## config.mk

```make
export PLATFORM = sky130hd
export DESIGN_NAME = core_top
export DESIGN_NICKNAME = d
export VERILOG_FILES = /design/src/design/core_pkg.sv /design/src/design/inst_queue.sv /design/src/design/idu.sv /design/src/design/gpr.sv /design/src/design/exu.sv /design/src/design/core_top.sv
export VERILOG_INCLUDE_DIRS = /design/src /design/src/design
export SDC_FILE = /design/constraint.sdc
export NUM_CORES = 2
export LEC_CHECK = 0
export BUFFER_PORTS_ARGS = -buffer_cell sky130_fd_sc_hd__buf_2
export CELL_PAD_IN_SITES_DETAIL_PLACEMENT = 1
export CELL_PAD_IN_SITES_GLOBAL_PLACEMENT = 1
export CORE_ASPECT_RATIO = 0.6
export CORE_MARGIN = 2
export CORE_UTILIZATION = 25
export CTS_CLUSTER_DIAMETER = 40
export DETAILED_ROUTE_END_ITERATION = 6
export HOLD_SLACK_MARGIN = 0.15
export PLACE_DENSITY = 0.46
export SLEW_MARGIN = 20
export SYNTH_ARGS = -nofsm -noshare
export SYNTH_HDL_FRONTEND = slang
export SYNTH_SLANG_ARGS = --single-unit
export TNS_END_PERCENT = 1
```

## constraint.sdc

```tcl
create_clock -name clk -period 22 [get_ports clk]
set_input_delay 1.1 -clock clk [delete_from_list [all_inputs] [get_ports clk]]
set_output_delay 1.1 -clock clk [all_outputs]
set_load 0.03 [all_outputs]
```

## src/design/core_settings.svh

```systemverilog
`ifndef CORE_SETTINGS_SVH
`define CORE_SETTINGS_SVH

////////////////////
// core dimensions
////////////////////

// register and datapath width
`define CORE_XLEN 32

// instruction queue entries, also the producer's starting credits
`define CORE_QUEUE_DEPTH 4

// retire credits held right after reset
`define CORE_RETIRE_CREDITS 2

`endif

```

## src/design/core_pkg.sv

```systemverilog
`include "core_settings.svh"

package core_pkg;

	typedef logic [`CORE_XLEN-1:0] word_t;

	////////////////////
	// major opcodes
	////////////////////
	typedef enum logic [6:0] {
		OP_R   = 7'b0110011,
		OP_I   = 7'b0010011,
		OP_IL  = 7'b0000011,
		OP_S   = 7'b0100011,
		OP_B   = 7'b1100011,
		OP_U   = 7'b0110111,
		OP_UPC = 7'b0010111,
		OP_J   = 7'b1101111,
		OP_JR  = 7'b1100111,
		OP_SYS = 7'b1110011
	} opcode_e;

	// alu operation select
	typedef enum logic [3:0] {
		ALU_ADD,
		ALU_SUB,
		ALU_SLL,
		ALU_SLT,
		ALU_SLTU,
		ALU_XOR,
		ALU_SRL,
		ALU_SRA,
		ALU_OR,
		ALU_AND,
		ALU_PASS_B
	} alu_op_e;

	// branch condition, encoded as the funct3 value
	typedef enum logic [2:0] {
		BR_EQ   = 3'b000,
		BR_NE   = 3'b001,
		BR_NONE = 3'b010,
		BR_LT   = 3'b100,
		BR_GE   = 3'b101,
		BR_LTU  = 3'b110,
		BR_GEU  = 3'b111
	} br_cond_e;

endpackage

```

## src/design/inst_queue.sv

```systemverilog
`timescale 1ns/1ps
`include "core_settings.svh"

module inst_queue (
	input  logic                  clk,
	input  logic                  rst,
	input  logic                  in_valid,
	input  logic [`CORE_XLEN-1:0] in_pc,
	input  logic [31:0]           in_inst,
	input  logic                  pop,
	output logic                  head_valid,
	output logic [`CORE_XLEN-1:0] head_pc,
	output logic [31:0]           head_inst,
	output logic                  in_credit
);

	localparam int DEPTH = `CORE_QUEUE_DEPTH;
	localparam int PW = (DEPTH > 1) ? $clog2(DEPTH) : 1;
	localparam int CW = $clog2(DEPTH + 1);

	logic [`CORE_XLEN-1:0] pc_mem [DEPTH];
	logic [31:0] inst_mem [DEPTH];
	logic [PW-1:0] wr_ptr;
	logic [PW-1:0] rd_ptr;
	logic [CW-1:0] count;
	logic full;
	logic push;

	// wrap for depths that are not a power of two
	function automatic logic [PW-1:0] ptr_inc(input logic [PW-1:0] p);
		return (p == PW'(DEPTH - 1)) ? '0 : p + 1'b1;
	endfunction

	assign full = (count == CW'(DEPTH));
	assign push = in_valid && !full;

	assign head_valid = (count != '0);
	assign head_pc = pc_mem[rd_ptr];
	assign head_inst = inst_mem[rd_ptr];

	always_ff @(posedge clk) begin
		if (push) begin
			pc_mem[wr_ptr] <= in_pc;
			inst_mem[wr_ptr] <= in_inst;
		end
	end

	always_ff @(posedge clk) begin
		if (rst) begin
			wr_ptr <= '0;
			rd_ptr <= '0;
			count <= '0;
			in_credit <= 1'b0;
		end else begin
			if (push)
				wr_ptr <= ptr_inc(wr_ptr);
			if (pop)
				rd_ptr <= ptr_inc(rd_ptr);
			count <= count + CW'(push) - CW'(pop);
			// one credit back per freed slot
			in_credit <= pop;
		end
	end

	// producer must hold a credit for every push
	no_push_full: assert property (@(posedge clk) disable iff (rst) !(in_valid && full));
	no_pop_empty: assert property (@(posedge clk) disable iff (rst) !(pop && !head_valid));

endmodule

```

## src/design/idu.sv

```systemverilog
`timescale 1ns/1ps
`include "core_settings.svh"

module idu (
	input  logic [31:0]           inst,
	output core_pkg::opcode_e     opcode,
	output logic [4:0]            rd,
	output logic [4:0]            rs1,
	output logic [4:0]            rs2,
	output logic [`CORE_XLEN-1:0] imm,
	output logic [1:0]            ren,
	output core_pkg::alu_op_e     alu_op,
	output core_pkg::br_cond_e    br_cond,
	output logic                  use_imm,
	output logic                  illegal
);

	import core_pkg::*;

	logic [2:0] funct3;
	logic [6:0] funct7;
	logic [`CORE_XLEN-1:0] imm_i;
	logic [`CORE_XLEN-1:0] imm_s;
	logic [`CORE_XLEN-1:0] imm_b;
	logic [`CORE_XLEN-1:0] imm_u;
	logic [`CORE_XLEN-1:0] imm_j;

	assign opcode = opcode_e'(inst[6:0]);
	assign rd = inst[11:7];
	assign rs1 = inst[19:15];
	assign rs2 = inst[24:20];
	assign funct7 = inst[31:25];

	// auipc and jal carry immediate bits in the funct3 slot
	always_comb begin
		case (opcode)
			OP_UPC, OP_J: funct3 = 3'b000;
			default:      funct3 = inst[14:12];
		endcase
	end

	////////////////////
	// immediates
	////////////////////
	assign imm_i = {{(`CORE_XLEN-12){inst[31]}}, inst[31:20]};
	assign imm_s = {{(`CORE_XLEN-12){inst[31]}}, inst[31:25], inst[11:7]};
	assign imm_b = {{(`CORE_XLEN-12){inst[31]}}, inst[7], inst[30:25], inst[11:8], 1'b0};
	assign imm_u = {{(`CORE_XLEN-31){inst[31]}}, inst[30:12], 12'b0};
	assign imm_j = {{(`CORE_XLEN-20){inst[31]}}, inst[19:12], inst[20], inst[30:21], 1'b0};

	always_comb begin
		case (opcode)
			OP_I, OP_IL, OP_JR: imm = imm_i;
			OP_S:               imm = imm_s;
			OP_B:               imm = imm_b;
			OP_U, OP_UPC:       imm = imm_u;
			OP_J:               imm = imm_j;
			default:            imm = '0;
		endcase
	end

	// bit 0 reads rs1, bit 1 reads rs2
	always_comb begin
		case (opcode)
			OP_R, OP_S, OP_B:   ren = 2'b11;
			OP_I, OP_IL, OP_JR: ren = 2'b01;
			default:            ren = 2'b00;
		endcase
	end

	////////////////////
	// operation select
	////////////////////
	always_comb begin
		alu_op = ALU_ADD;
		br_cond = BR_NONE;
		use_imm = 1'b0;
		illegal = 1'b0;
		case (opcode)
			OP_R: begin
				case ({funct7, funct3})
					{7'b0000000, 3'b000}: alu_op = ALU_ADD;
					{7'b0100000, 3'b000}: alu_op = ALU_SUB;
					{7'b0000000, 3'b001}: alu_op = ALU_SLL;
					{7'b0000000, 3'b010}: alu_op = ALU_SLT;
					{7'b0000000, 3'b011}: alu_op = ALU_SLTU;
					{7'b0000000, 3'b100}: alu_op = ALU_XOR;
					{7'b0000000, 3'b101}: alu_op = ALU_SRL;
					{7'b0100000, 3'b101}: alu_op = ALU_SRA;
					{7'b0000000, 3'b110}: alu_op = ALU_OR;
					{7'b0000000, 3'b111}: alu_op = ALU_AND;
					default:              illegal = 1'b1;
				endcase
			end
			OP_I: begin
				use_imm = 1'b1;
				case (funct3)
					3'b000: alu_op = ALU_ADD;
					3'b010: alu_op = ALU_SLT;
					3'b011: alu_op = ALU_SLTU;
					3'b100: alu_op = ALU_XOR;
					3'b110: alu_op = ALU_OR;
					3'b111: alu_op = ALU_AND;
					3'b001: begin
						alu_op = ALU_SLL;
						illegal = (funct7 != 7'b0000000);
					end
					default: begin
						// shift right, funct7 picks logical or arithmetic
						alu_op = (funct7 == 7'b0100000) ? ALU_SRA : ALU_SRL;
						illegal = (funct7 != 7'b0000000) && (funct7 != 7'b0100000);
					end
				endcase
			end
			OP_B: begin
				case (funct3)
					3'b000:  br_cond = BR_EQ;
					3'b001:  br_cond = BR_NE;
					3'b100:  br_cond = BR_LT;
					3'b101:  br_cond = BR_GE;
					3'b110:  br_cond = BR_LTU;
					3'b111:  br_cond = BR_GEU;
					default: illegal = 1'b1;
				endcase
			end
			OP_U: begin
				use_imm = 1'b1;
				alu_op = ALU_PASS_B;
			end
			OP_UPC, OP_J: use_imm = 1'b1;
			OP_JR: begin
				use_imm = 1'b1;
				illegal = (funct3 != 3'b000);
			end
			// only ebreak is supported here
			OP_SYS:  illegal = (inst != 32'h0010_0073);
			default: illegal = 1'b1;
		endcase
	end

endmodule

```

## src/design/gpr.sv

```systemverilog
`timescale 1ns/1ps
`include "core_settings.svh"

module gpr (
	input  logic                  clk,
	input  logic                  rst,
	input  logic [4:0]            raddr1,
	input  logic [4:0]            raddr2,
	input  logic [1:0]            ren,
	input  logic                  we,
	input  logic [4:0]            waddr,
	input  logic [`CORE_XLEN-1:0] wdata,
	output logic [`CORE_XLEN-1:0] rdata1,
	output logic [`CORE_XLEN-1:0] rdata2
);

	logic [`CORE_XLEN-1:0] regs [32];

	always_ff @(posedge clk) begin
		if (rst) begin
			for (int i = 0; i < 32; i++)
				regs[i] <= '0;
		end else if (we && (waddr != 5'd0)) begin
			regs[waddr] <= wdata;
		end
	end

	// x0 and disabled ports read as zero
	assign rdata1 = (ren[0] && (raddr1 != 5'd0)) ? regs[raddr1] : '0;
	assign rdata2 = (ren[1] && (raddr2 != 5'd0)) ? regs[raddr2] : '0;

endmodule

```

## src/design/exu.sv

```systemverilog
`timescale 1ns/1ps
`include "core_settings.svh"

module exu (
	input  logic                  clk,
	input  logic                  rst,
	input  logic                  head_valid,
	input  logic [`CORE_XLEN-1:0] head_pc,
	input  core_pkg::opcode_e     opcode,
	input  logic [4:0]            rd,
	input  logic [`CORE_XLEN-1:0] imm,
	input  core_pkg::alu_op_e     alu_op,
	input  core_pkg::br_cond_e    br_cond,
	input  logic                  use_imm,
	input  logic                  illegal,
	input  logic [`CORE_XLEN-1:0] rdata1,
	input  logic [`CORE_XLEN-1:0] rdata2,
	input  logic                  out_credit,
	output logic                  issue,
	output logic                  we,
	output logic [4:0]            waddr,
	output logic [`CORE_XLEN-1:0] wdata,
	output logic                  ret_valid,
	output logic [`CORE_XLEN-1:0] ret_pc,
	output logic [`CORE_XLEN-1:0] ret_next_pc,
	output logic [4:0]            ret_rd,
	output logic [`CORE_XLEN-1:0] ret_wdata,
	output logic                  ret_we,
	output logic                  ret_halt,
	output logic                  ret_illegal
);

	import core_pkg::*;

	// one spare count above the limit so an overflow is visible
	localparam int CW = $clog2(`CORE_RETIRE_CREDITS + 2);

	logic [CW-1:0] credit_cnt;
	logic halted;
	word_t alu_b;
	word_t alu_res;
	word_t pc_plus4;
	word_t pc_plus_imm;
	word_t jalr_target;
	word_t next_pc;
	logic [4:0] shamt;
	logic br_taken;
	logic writes_rd;
	logic is_halt;

	assign issue = head_valid && (credit_cnt != '0) && !halted;

	////////////////////
	// alu
	////////////////////
	assign alu_b = use_imm ? imm : rdata2;
	assign shamt = alu_b[4:0];

	always_comb begin
		case (alu_op)
			ALU_ADD:  alu_res = rdata1 + alu_b;
			ALU_SUB:  alu_res = rdata1 - alu_b;
			ALU_SLL:  alu_res = rdata1 << shamt;
			ALU_SLT:  alu_res = word_t'($signed(rdata1) < $signed(alu_b));
			ALU_SLTU: alu_res = word_t'(rdata1 < alu_b);
			ALU_XOR:  alu_res = rdata1 ^ alu_b;
			ALU_SRL:  alu_res = rdata1 >> shamt;
			ALU_SRA:  alu_res = $signed(rdata1) >>> shamt;
			ALU_OR:   alu_res = rdata1 | alu_b;
			ALU_AND:  alu_res = rdata1 & alu_b;
			default:  alu_res = alu_b;
		endcase
	end

	// branch compare
	always_comb begin
		case (br_cond)
			BR_EQ:   br_taken = (rdata1 == rdata2);
			BR_NE:   br_taken = (rdata1 != rdata2);
			BR_LT:   br_taken = ($signed(rdata1) < $signed(rdata2));
			BR_GE:   br_taken = ($signed(rdata1) >= $signed(rdata2));
			BR_LTU:  br_taken = (rdata1 < rdata2);
			BR_GEU:  br_taken = (rdata1 >= rdata2);
			default: br_taken = 1'b0;
		endcase
	end

	////////////////////
	// result and next pc
	////////////////////
	assign pc_plus4 = head_pc + word_t'(4);
	assign pc_plus_imm = head_pc + imm;
	assign jalr_target = (rdata1 + imm) & ~word_t'(1);

	always_comb begin
		wdata = alu_res;
		next_pc = pc_plus4;
		writes_rd = 1'b0;
		case (opcode)
			OP_R, OP_I, OP_U: writes_rd = 1'b1;
			OP_UPC: begin
				writes_rd = 1'b1;
				wdata = pc_plus_imm;
			end
			OP_J: begin
				writes_rd = 1'b1;
				wdata = pc_plus4;
				next_pc = pc_plus_imm;
			end
			OP_JR: begin
				writes_rd = 1'b1;
				wdata = pc_plus4;
				next_pc = jalr_target;
			end
			OP_B:    next_pc = br_taken ? pc_plus_imm : pc_plus4;
			default: writes_rd = 1'b0;
		endcase
		if (illegal)
			next_pc = pc_plus4;
	end

	// x0 writes never reach the register file
	assign we = issue && writes_rd && !illegal && (rd != 5'd0);
	assign waddr = rd;
	assign is_halt = (opcode == OP_SYS) && !illegal;

	always_ff @(posedge clk) begin
		if (rst) begin
			credit_cnt <= CW'(`CORE_RETIRE_CREDITS);
			halted <= 1'b0;
			ret_valid <= 1'b0;
		end else begin
			credit_cnt <= credit_cnt - CW'(issue) + CW'(out_credit);
			if (issue && is_halt)
				halted <= 1'b1;
			ret_valid <= issue;
		end
	end

	// retire record, captured only on issue
	always_ff @(posedge clk) begin
		if (issue) begin
			ret_pc <= head_pc;
			ret_next_pc <= next_pc;
			ret_rd <= rd;
			ret_wdata <= wdata;
			ret_we <= we;
			ret_halt <= is_halt;
			ret_illegal <= illegal;
		end
	end

	// consumer never returns more than it was given
	credit_bound: assert property (@(posedge clk) disable iff (rst)
		credit_cnt <= CW'(`CORE_RETIRE_CREDITS));

endmodule

```

## src/design/core_top.sv

```systemverilog
`timescale 1ns/1ps
`include "core_settings.svh"

module core_top (
	input  logic                  clk,
	input  logic                  rst,
	input  logic                  in_valid,
	input  logic [`CORE_XLEN-1:0] in_pc,
	input  logic [31:0]           in_inst,
	output logic                  in_credit,
	output logic                  ret_valid,
	output logic [`CORE_XLEN-1:0] ret_pc,
	output logic [`CORE_XLEN-1:0] ret_next_pc,
	output logic [4:0]            ret_rd,
	output logic [`CORE_XLEN-1:0] ret_wdata,
	output logic                  ret_we,
	output logic                  ret_halt,
	output logic                  ret_illegal,
	input  logic                  out_credit
);

	import core_pkg::*;

	// queue head
	logic head_valid;
	logic [`CORE_XLEN-1:0] head_pc;
	logic [31:0] head_inst;
	logic issue;

	// decode
	opcode_e opcode;
	logic [4:0] rd;
	logic [4:0] rs1;
	logic [4:0] rs2;
	logic [`CORE_XLEN-1:0] imm;
	logic [1:0] ren;
	alu_op_e alu_op;
	br_cond_e br_cond;
	logic use_imm;
	logic illegal;

	// register file
	logic [`CORE_XLEN-1:0] rdata1;
	logic [`CORE_XLEN-1:0] rdata2;
	logic we;
	logic [4:0] waddr;
	logic [`CORE_XLEN-1:0] wdata;

	////////////////////
	// instances
	////////////////////
	inst_queue u_queue (
		.clk        (clk),
		.rst        (rst),
		.in_valid   (in_valid),
		.in_pc      (in_pc),
		.in_inst    (in_inst),
		.pop        (issue),
		.head_valid (head_valid),
		.head_pc    (head_pc),
		.head_inst  (head_inst),
		.in_credit  (in_credit)
	);

	idu u_idu (
		.inst    (head_inst),
		.opcode  (opcode),
		.rd      (rd),
		.rs1     (rs1),
		.rs2     (rs2),
		.imm     (imm),
		.ren     (ren),
		.alu_op  (alu_op),
		.br_cond (br_cond),
		.use_imm (use_imm),
		.illegal (illegal)
	);

	gpr u_gpr (
		.clk    (clk),
		.rst    (rst),
		.raddr1 (rs1),
		.raddr2 (rs2),
		.ren    (ren),
		.we     (we),
		.waddr  (waddr),
		.wdata  (wdata),
		.rdata1 (rdata1),
		.rdata2 (rdata2)
	);

	exu u_exu (
		.clk         (clk),
		.rst         (rst),
		.head_valid  (head_valid),
		.head_pc     (head_pc),
		.opcode      (opcode),
		.rd          (rd),
		.imm         (imm),
		.alu_op      (alu_op),
		.br_cond     (br_cond),
		.use_imm     (use_imm),
		.illegal     (illegal),
		.rdata1      (rdata1),
		.rdata2      (rdata2),
		.out_credit  (out_credit),
		.issue       (issue),
		.we          (we),
		.waddr       (waddr),
		.wdata       (wdata),
		.ret_valid   (ret_valid),
		.ret_pc      (ret_pc),
		.ret_next_pc (ret_next_pc),
		.ret_rd      (ret_rd),
		.ret_wdata   (ret_wdata),
		.ret_we      (ret_we),
		.ret_halt    (ret_halt),
		.ret_illegal (ret_illegal)
	);

endmodule

```

; ---- After elaboration in Yosys (flattened, before gate mapping)
; Memories as Yosys holds them, arrays and structs flattened. A register that Yosys moved wholly into a read port is not among the register bits.
; Index checks and enable logic that the tools add are counted.
[totals]
register_bits = 115
mem_bits_rw = 1280
in_bits = 68
output_inout_bits = 106
word_cells = 165
memories = 3
[mem_list]
columns = memory, depth, word_bits, rd, rd_ports_with_merged_regs, wr, line_no
row1 = u_gpr.regs, 32, 32, 2, 0, 32, gpr.sv:17  ; logic [`CORE_XLEN-1:0] regs [32];
row2 = u_queue.inst_mem, 4, 32, 1, 1, 1, inst_queue.sv:22  ; logic [31:0] inst_mem [DEPTH];
row3 = u_queue.pc_mem, 4, 32, 1, 1, 1, inst_queue.sv:21  ; logic [`CORE_XLEN-1:0] pc_mem [DEPTH];
[classes]
n_addsub = 11
n_lt_le_gt_ge = 6
n_eq_ne = 48
shifts = 3
n_mux = 40
bitwise = 3
reduce_logical = 38
[ops]
columns = op, count
row1 = $pmux W32 S10, 1
row2 = $mux W32, 6
row3 = $pmux W32 S5, 1
row4 = $lt A32 B32 Y1, 4
row5 = $add A32 B32 Y32, 3
row6 = $pmux W32 S3, 1
row7 = $ge A32 B32 Y1, 2
row8 = $pmux W32 S2, 1
row9 = $eq A10 B3 Y1 const B, 4
row10 = $pmux W4 S9, 1
row11 = $add A32 B3 Y32 const B, 1
row12 = $and A32 B32 Y32, 1
row13 = $eq A32 B32 Y1, 1
row14 = $ne A32 B21 Y1 const B, 1
row15 = $ne A32 B32 Y1, 1
row16 = $or A32 B32 Y32, 1
row17 = $reduce_or A32 Y1, 1
row18 = $shl A32 B5 Y32, 1
row19 = $shr A32 B5 Y32, 1
row20 = $sshr A32 B5 Y32, 1
row21 = $sub A32 B32 Y32, 1
row22 = $xor A32 B32 Y32, 1
row23 = $eq A7 B6 Y1 const B, 4
row24 = $eq A7 B7 Y1 const B, 4
row25 = other kinds (43), 105

; ---- Longest topological paths before layout
[depth]
ltp_word = 16
ltp_mapped = 33
mapped_depth_nobuf = 23

; ---- By module
; A second synthesis with hierarchy kept.
[hier_totals]
hier_cells = 6684
hier_area_um2 = 83971.8
[modules_own_cells]
columns = mod, instances, cells_per_inst, area_per_inst_um2, seq_area_each_um2
row1 = gpr, 1, 3751, 54992.7, 30749.5
row2 = exu, 1, 2375, 18159.9, 3203.1
row3 = inst_queue, 1, 384, 9746.8, 7887.6
row4 = idu, 1, 174, 1072.3, 0.0

; ---- Worst setup path after synthesis
; OpenSTA, ideal clock, no wires.
[synth_timing]
path_kind = flip-flop to flip-flop
startpoint = register (tool-made name)
endpoint = memory u_gpr.regs[10][31] (netlist name) (data pin)
setup_ps = 255
t_arrival_ps = 7606
t_required_ps = 21745
slack_ps = 14139
path_stages_with_launch = 33
path_buffers = 12
synth_period_minus_slack_ps = 7861
cell_sequence = dfxtp_1 buf_6 buf_6 buf_8 mux4_2 buf_2 buf_4 buf_2 buf_1 buf_2 buf_2 buf_1 mux4_2 nand2_1 nand3_1 nand3_1 a21oi_1 a21oi_1 ha_1 clkbuf_1 nor3_1 o211ai_1 o211a_1 o311a_1 o311ai_0 a31oi_1 o21bai_1 a21oi_1 xnor2_1 nor2_1 or4_4 buf_2 and3_1
[synth_lines]
columns = element, line_no
row1 = end: declaration, gpr.sv:17

==> results.txt <==
----------------------------------------------------
[Clocking]
  Clock root buffer ... sky130_fd_sc_hd__clkbuf_16
  CTS tree ... built
  Number of sinks on the clock net ... 1,397
  Post-CTS resize count ... 0
  Source-to-sink clock delay at the later pin of the worst-skew pair ... 0.89 ns
  CTS Hold Buffers Added ... 0
  Total CTS buffers ... 193
  Post-CTS setup buffer count ... 0
  Clk pin slew, worst setup/hold paths ... 0.06 ns
  Buffer levels on the longest clock path ... 4
  H-tree depth ... 4

[Logic synthesis]
  Main combinational cell family by area after synthesis ... multiplexers
  Synth Instances ... 7,279
  Portion of netlist area occupied by mux cells ... 17.6%
  Adder-Cell Fraction of Synth Area ... 3.14%
  Synth Warn # ... 0
  Most used flip-flop cell after synthesis ... sky130_fd_sc_hd__edfxtp_1
  Syn_area_per_cell ... 11.4 µm²
  Share of the yosys chip area belonging to registers ... 50.5%
  Register bit total from synthesis ... 1,397
  Count of distinct cell types in the synthesized netlist ... 110
  Synthesized cell area ... 82,900 µm²
  Post-synthesis simple-gate area fraction ... 14.2%
  Area fraction in compound gates after synthesis ... 9.21%
  Fraction of registers with async set/reset ... 0%
  Number of enable flip-flop cells after synthesis ... 1,384
  XOR/XNOR share of the synthesized area ... 1.18%

[Placement]
  IO Port Bufs ... 173
  Area of placed instances ... 89,400 µm²
  Placed Instances ... 11,500
  Placement Setup Slack ... 10.71 ns
  Dpl hpwl ... 321 mm
  Placer's final routability congestion estimate ... 0.973

[Min path]
  Worst min path class ... input port to flop
  Worst-case hold path end point ... u_queue.inst_mem[2][26]
  Number of stages on the worst hold path ... 1
  Launch point of the worst hold path ... in_inst[26]

[Floorplanning]
  Row count ... 163
  Boundary pin count ... 174
  Initial Utilization ... 25.2%
  Core area ... 329,000 µm²
  Die extent in y ... 450 µm
  Die outline width ... 747 µm
  Area of the die ... 336,000 µm²

[STA]
  Remaining max-slew budget at the tightest pin ... 3.63%
  Final critical path time including I/O delays and setup ... 11.60 ns
  Final period util ... 52.7%
  Count of final hold-check violations ... 0
  Achievable Freq ... 86.2 MHz
  Total count of max-transition violations in the final report ... 0
  Worst-case setup margin in the final layout ... 10.40 ns
  Setup repair after global routing missed its margin ... no
  Number of setup violations in the final report ... 0
  Transition time at the pin with the least slew margin ... 1.43 ns
  Worst clock skew on the final layout ... 0.0957 ns
  Setup total negative slack ... 0 ns

[Detailed routing]
  Detailed Route Iter0 Violations ... 10,400
  First-pass detailed-route iteration total ... 5
  Remaining antenna violation count ... 0
  Detailed-route via count ... 68,900
  DR vias/cell ... 5.78
  DRC violation count after routing ... 0
  Final wirelength ... 457 mm
  WL per Instance ... 38.4 µm

[Global routing]
  Grt met3 use ... 8.00%
  Global Route met1 Usage ... 42.6%
  Pin count of the biggest net entering global routing ... 102
  Gr ovfl total ... 0
  Number of antenna violations at the first check in global routing ... 54
  First-pass GRT wire length ... 608 mm
  GRT Overall Usage ... 26.2%
  Met2 track demand over resource ... 33.4%
  Vias in the first global route ... 66,000
  Global-route layer with the greatest usage ... met1

[Final layout]
  # fillers ... 36,100
  Final instance area ... 95,900 µm²
  Area growth, synth to finish ... 15.7%
  Utilization after layout ... 29.1%
  Most common cell after layout, fill and taps aside ... sky130_fd_sc_hd__edfxtp_1
  Final-stage net count ... 7,643
  Share of final-layout standard cells stronger than drive strength 1 ... 18.2%
  Commonest non-fill, non-tap cells in the layout ... sky130_fd_sc_hd__edfxtp_1, sky130_fd_sc_hd__nor2_1, sky130_fd_sc_hd__nand2_1
  Non-Filler Instances ... 11,900

[Pwr]
  Clock network power share ... 24.7%
  Fraction of power spent switching nets ... 46.5%
  Relative contribution of combinational cells to total power ... 49.6%
  Leakage power total ... 34.8 nW
  Power density of the placed cells ... 135 nW/µm²
  Worst IR Drop VDD ... 0.0747 mV
  Part of the total power dissipated in sequential elements ... 25.7%
  Internal power of the cells ... 0.00695 W
  P_sw ... 0.00604 W

[Critical path]
  Critical path's most frequent cell ... sky130_fd_sc_hd__buf_4
  CP Launch Type ... flop
  Maximum fanout along the worst path ... 36
  Longest individual stage delay on the worst path ... 0.78 ns
  FF-to-FF End ... u_gpr.regs[17][26]
  Crit path DAT ... 12.20 ns
  Req. time, crit path ... 22.60 ns
  Type of the setup path with the least slack ... flop to flop
  Cell at the slowest stage of the critical path ... sky130_fd_sc_hd__a221oi_1
  Flop2flop setup slack ... 10.40 ns
  Number of cell instances on the worst register-to-register path ... 26
  Nature of the critical path endpoint ... flop

[Status]
  Result of the run ... complete, no violations

[Job]
  Max Cap Viol ... 0

----------------------------------------------------
## worst max-delay path, delay by kind of cell (launching register included)
| kind | cells | cell delay (ns) |
|---|---|---|
| compound gates | 8 | 4.00 |
| buf+inv | 7 | 3.19 |
| simple gates | 7 | 1.35 |
| mux | 2 | 1.13 |
| flops | 1 | 0.73 |
| fa+ha+maj | 1 | 0.40 |
| xor+xnor | 1 | 0.24 |
## power groups by stage
stage	logic, W	clock network [W]	registers, W
finish	0.00644	0.00322	0.00334
global route	0.00665	0.00336	0.00337
CTS	0.00627	0.00326	0.00335
detailed placement	0.00625	0	0.00340
global placement	0.00623	0	0.00339
floorplan	0.00350	0	0.00355
## layer usage
| metal | share of wire, % | routed length [µm] | vias up |
|---|---|---|---|
| li1 | - | - | 27400 |
| met1 | 50 | 229000 | 37200 |
| met2 | 37 | 170000 | 3809 |
| met3 | 11 | 50500 | 443 |
| met4 | 1.6 | 7430 | 14 |
| met5 | 0.020 | 92 | - |
## cell families (layout without fill, tap and decap cells)
family / after synthesis / after routing
fa+ha+maj: 205 / 205
buf+inv: 790 / 1001
mux: 948 / 948
flops: 1397 / 1397
compound gates: 1110 / 1110
other cells: 1 / 50
xor+xnor: 112 / 112
simple gates: 2716 / 2716
## state kept, by name, summed over array words and instances, names as in the netlist, 3 cells and up, named ones only
name	cells
u_exu.ret_next_pc	32
u_exu.ret_pc	32
u_exu.ret_rd	5
u_exu.ret_wdata	32
u_gpr.regs	1024
u_queue.count	3
u_queue.inst_mem	128
u_queue.pc_mem	128
## cells in the mapped netlist, drive strengths merged, types with 66 or more instances
library cell	count	area (µm²)
and2	69	432
nand3	305	1530
edfxtp	1384	41600
clkbuf	247	928
nor2	1201	4520
nor3	84	425
a21oi	253	1280
xnor2	66	578
mux2i	523	5240
a22oi	73	548
o22ai	72	457
nand2	759	2850
mux4	401	9040
inv	202	758
o21ai	180	905
a21o	73	548
buf	339	1860
ha	200	2500
## area by class of cell
cell class | count | area [µm²] | share of cell area (%)
sequential | 1397 | 41800 | 43.6
multi-input combinational | 5123 | 38400 | 40.0
tap | 4372 | 5470 | 5.70
clock buffer | 211 | 4960 | 5.17
timing repair buffer | 451 | 3070 | 3.20
clock inverter | 135 | 1380 | 1.44
inverter | 204 | 771 | 0.804
antenna | 18 | 45.0 | 0.0470
## metrics by stage
step / power [W] / hold slack [ns]
floorplan: 0.00705 / 0.451
global placement: 0.00962 / 0.456
detailed placement: 0.00965 / 0.467
CTS: 0.0129 / 0.376
global route: 0.0134 / 0.410
finish: 0.0130 / 0.436
## worst max path at each step
stage,to,cells after the start,slack (ns)
CTS,u_exu.ret_next_pc[14],22,10.57
finish,u_gpr.regs[17][26],26,10.40
detailed placement,u_gpr.regs[17][26],26,10.71
floorplan,u_gpr.regs[10][31],32,14.14
global placement,u_gpr.regs[2][26],24,10.49
global route,u_gpr.regs[7][26],26,10.01
Note: power is estimated with default switching activity, not from simulation.
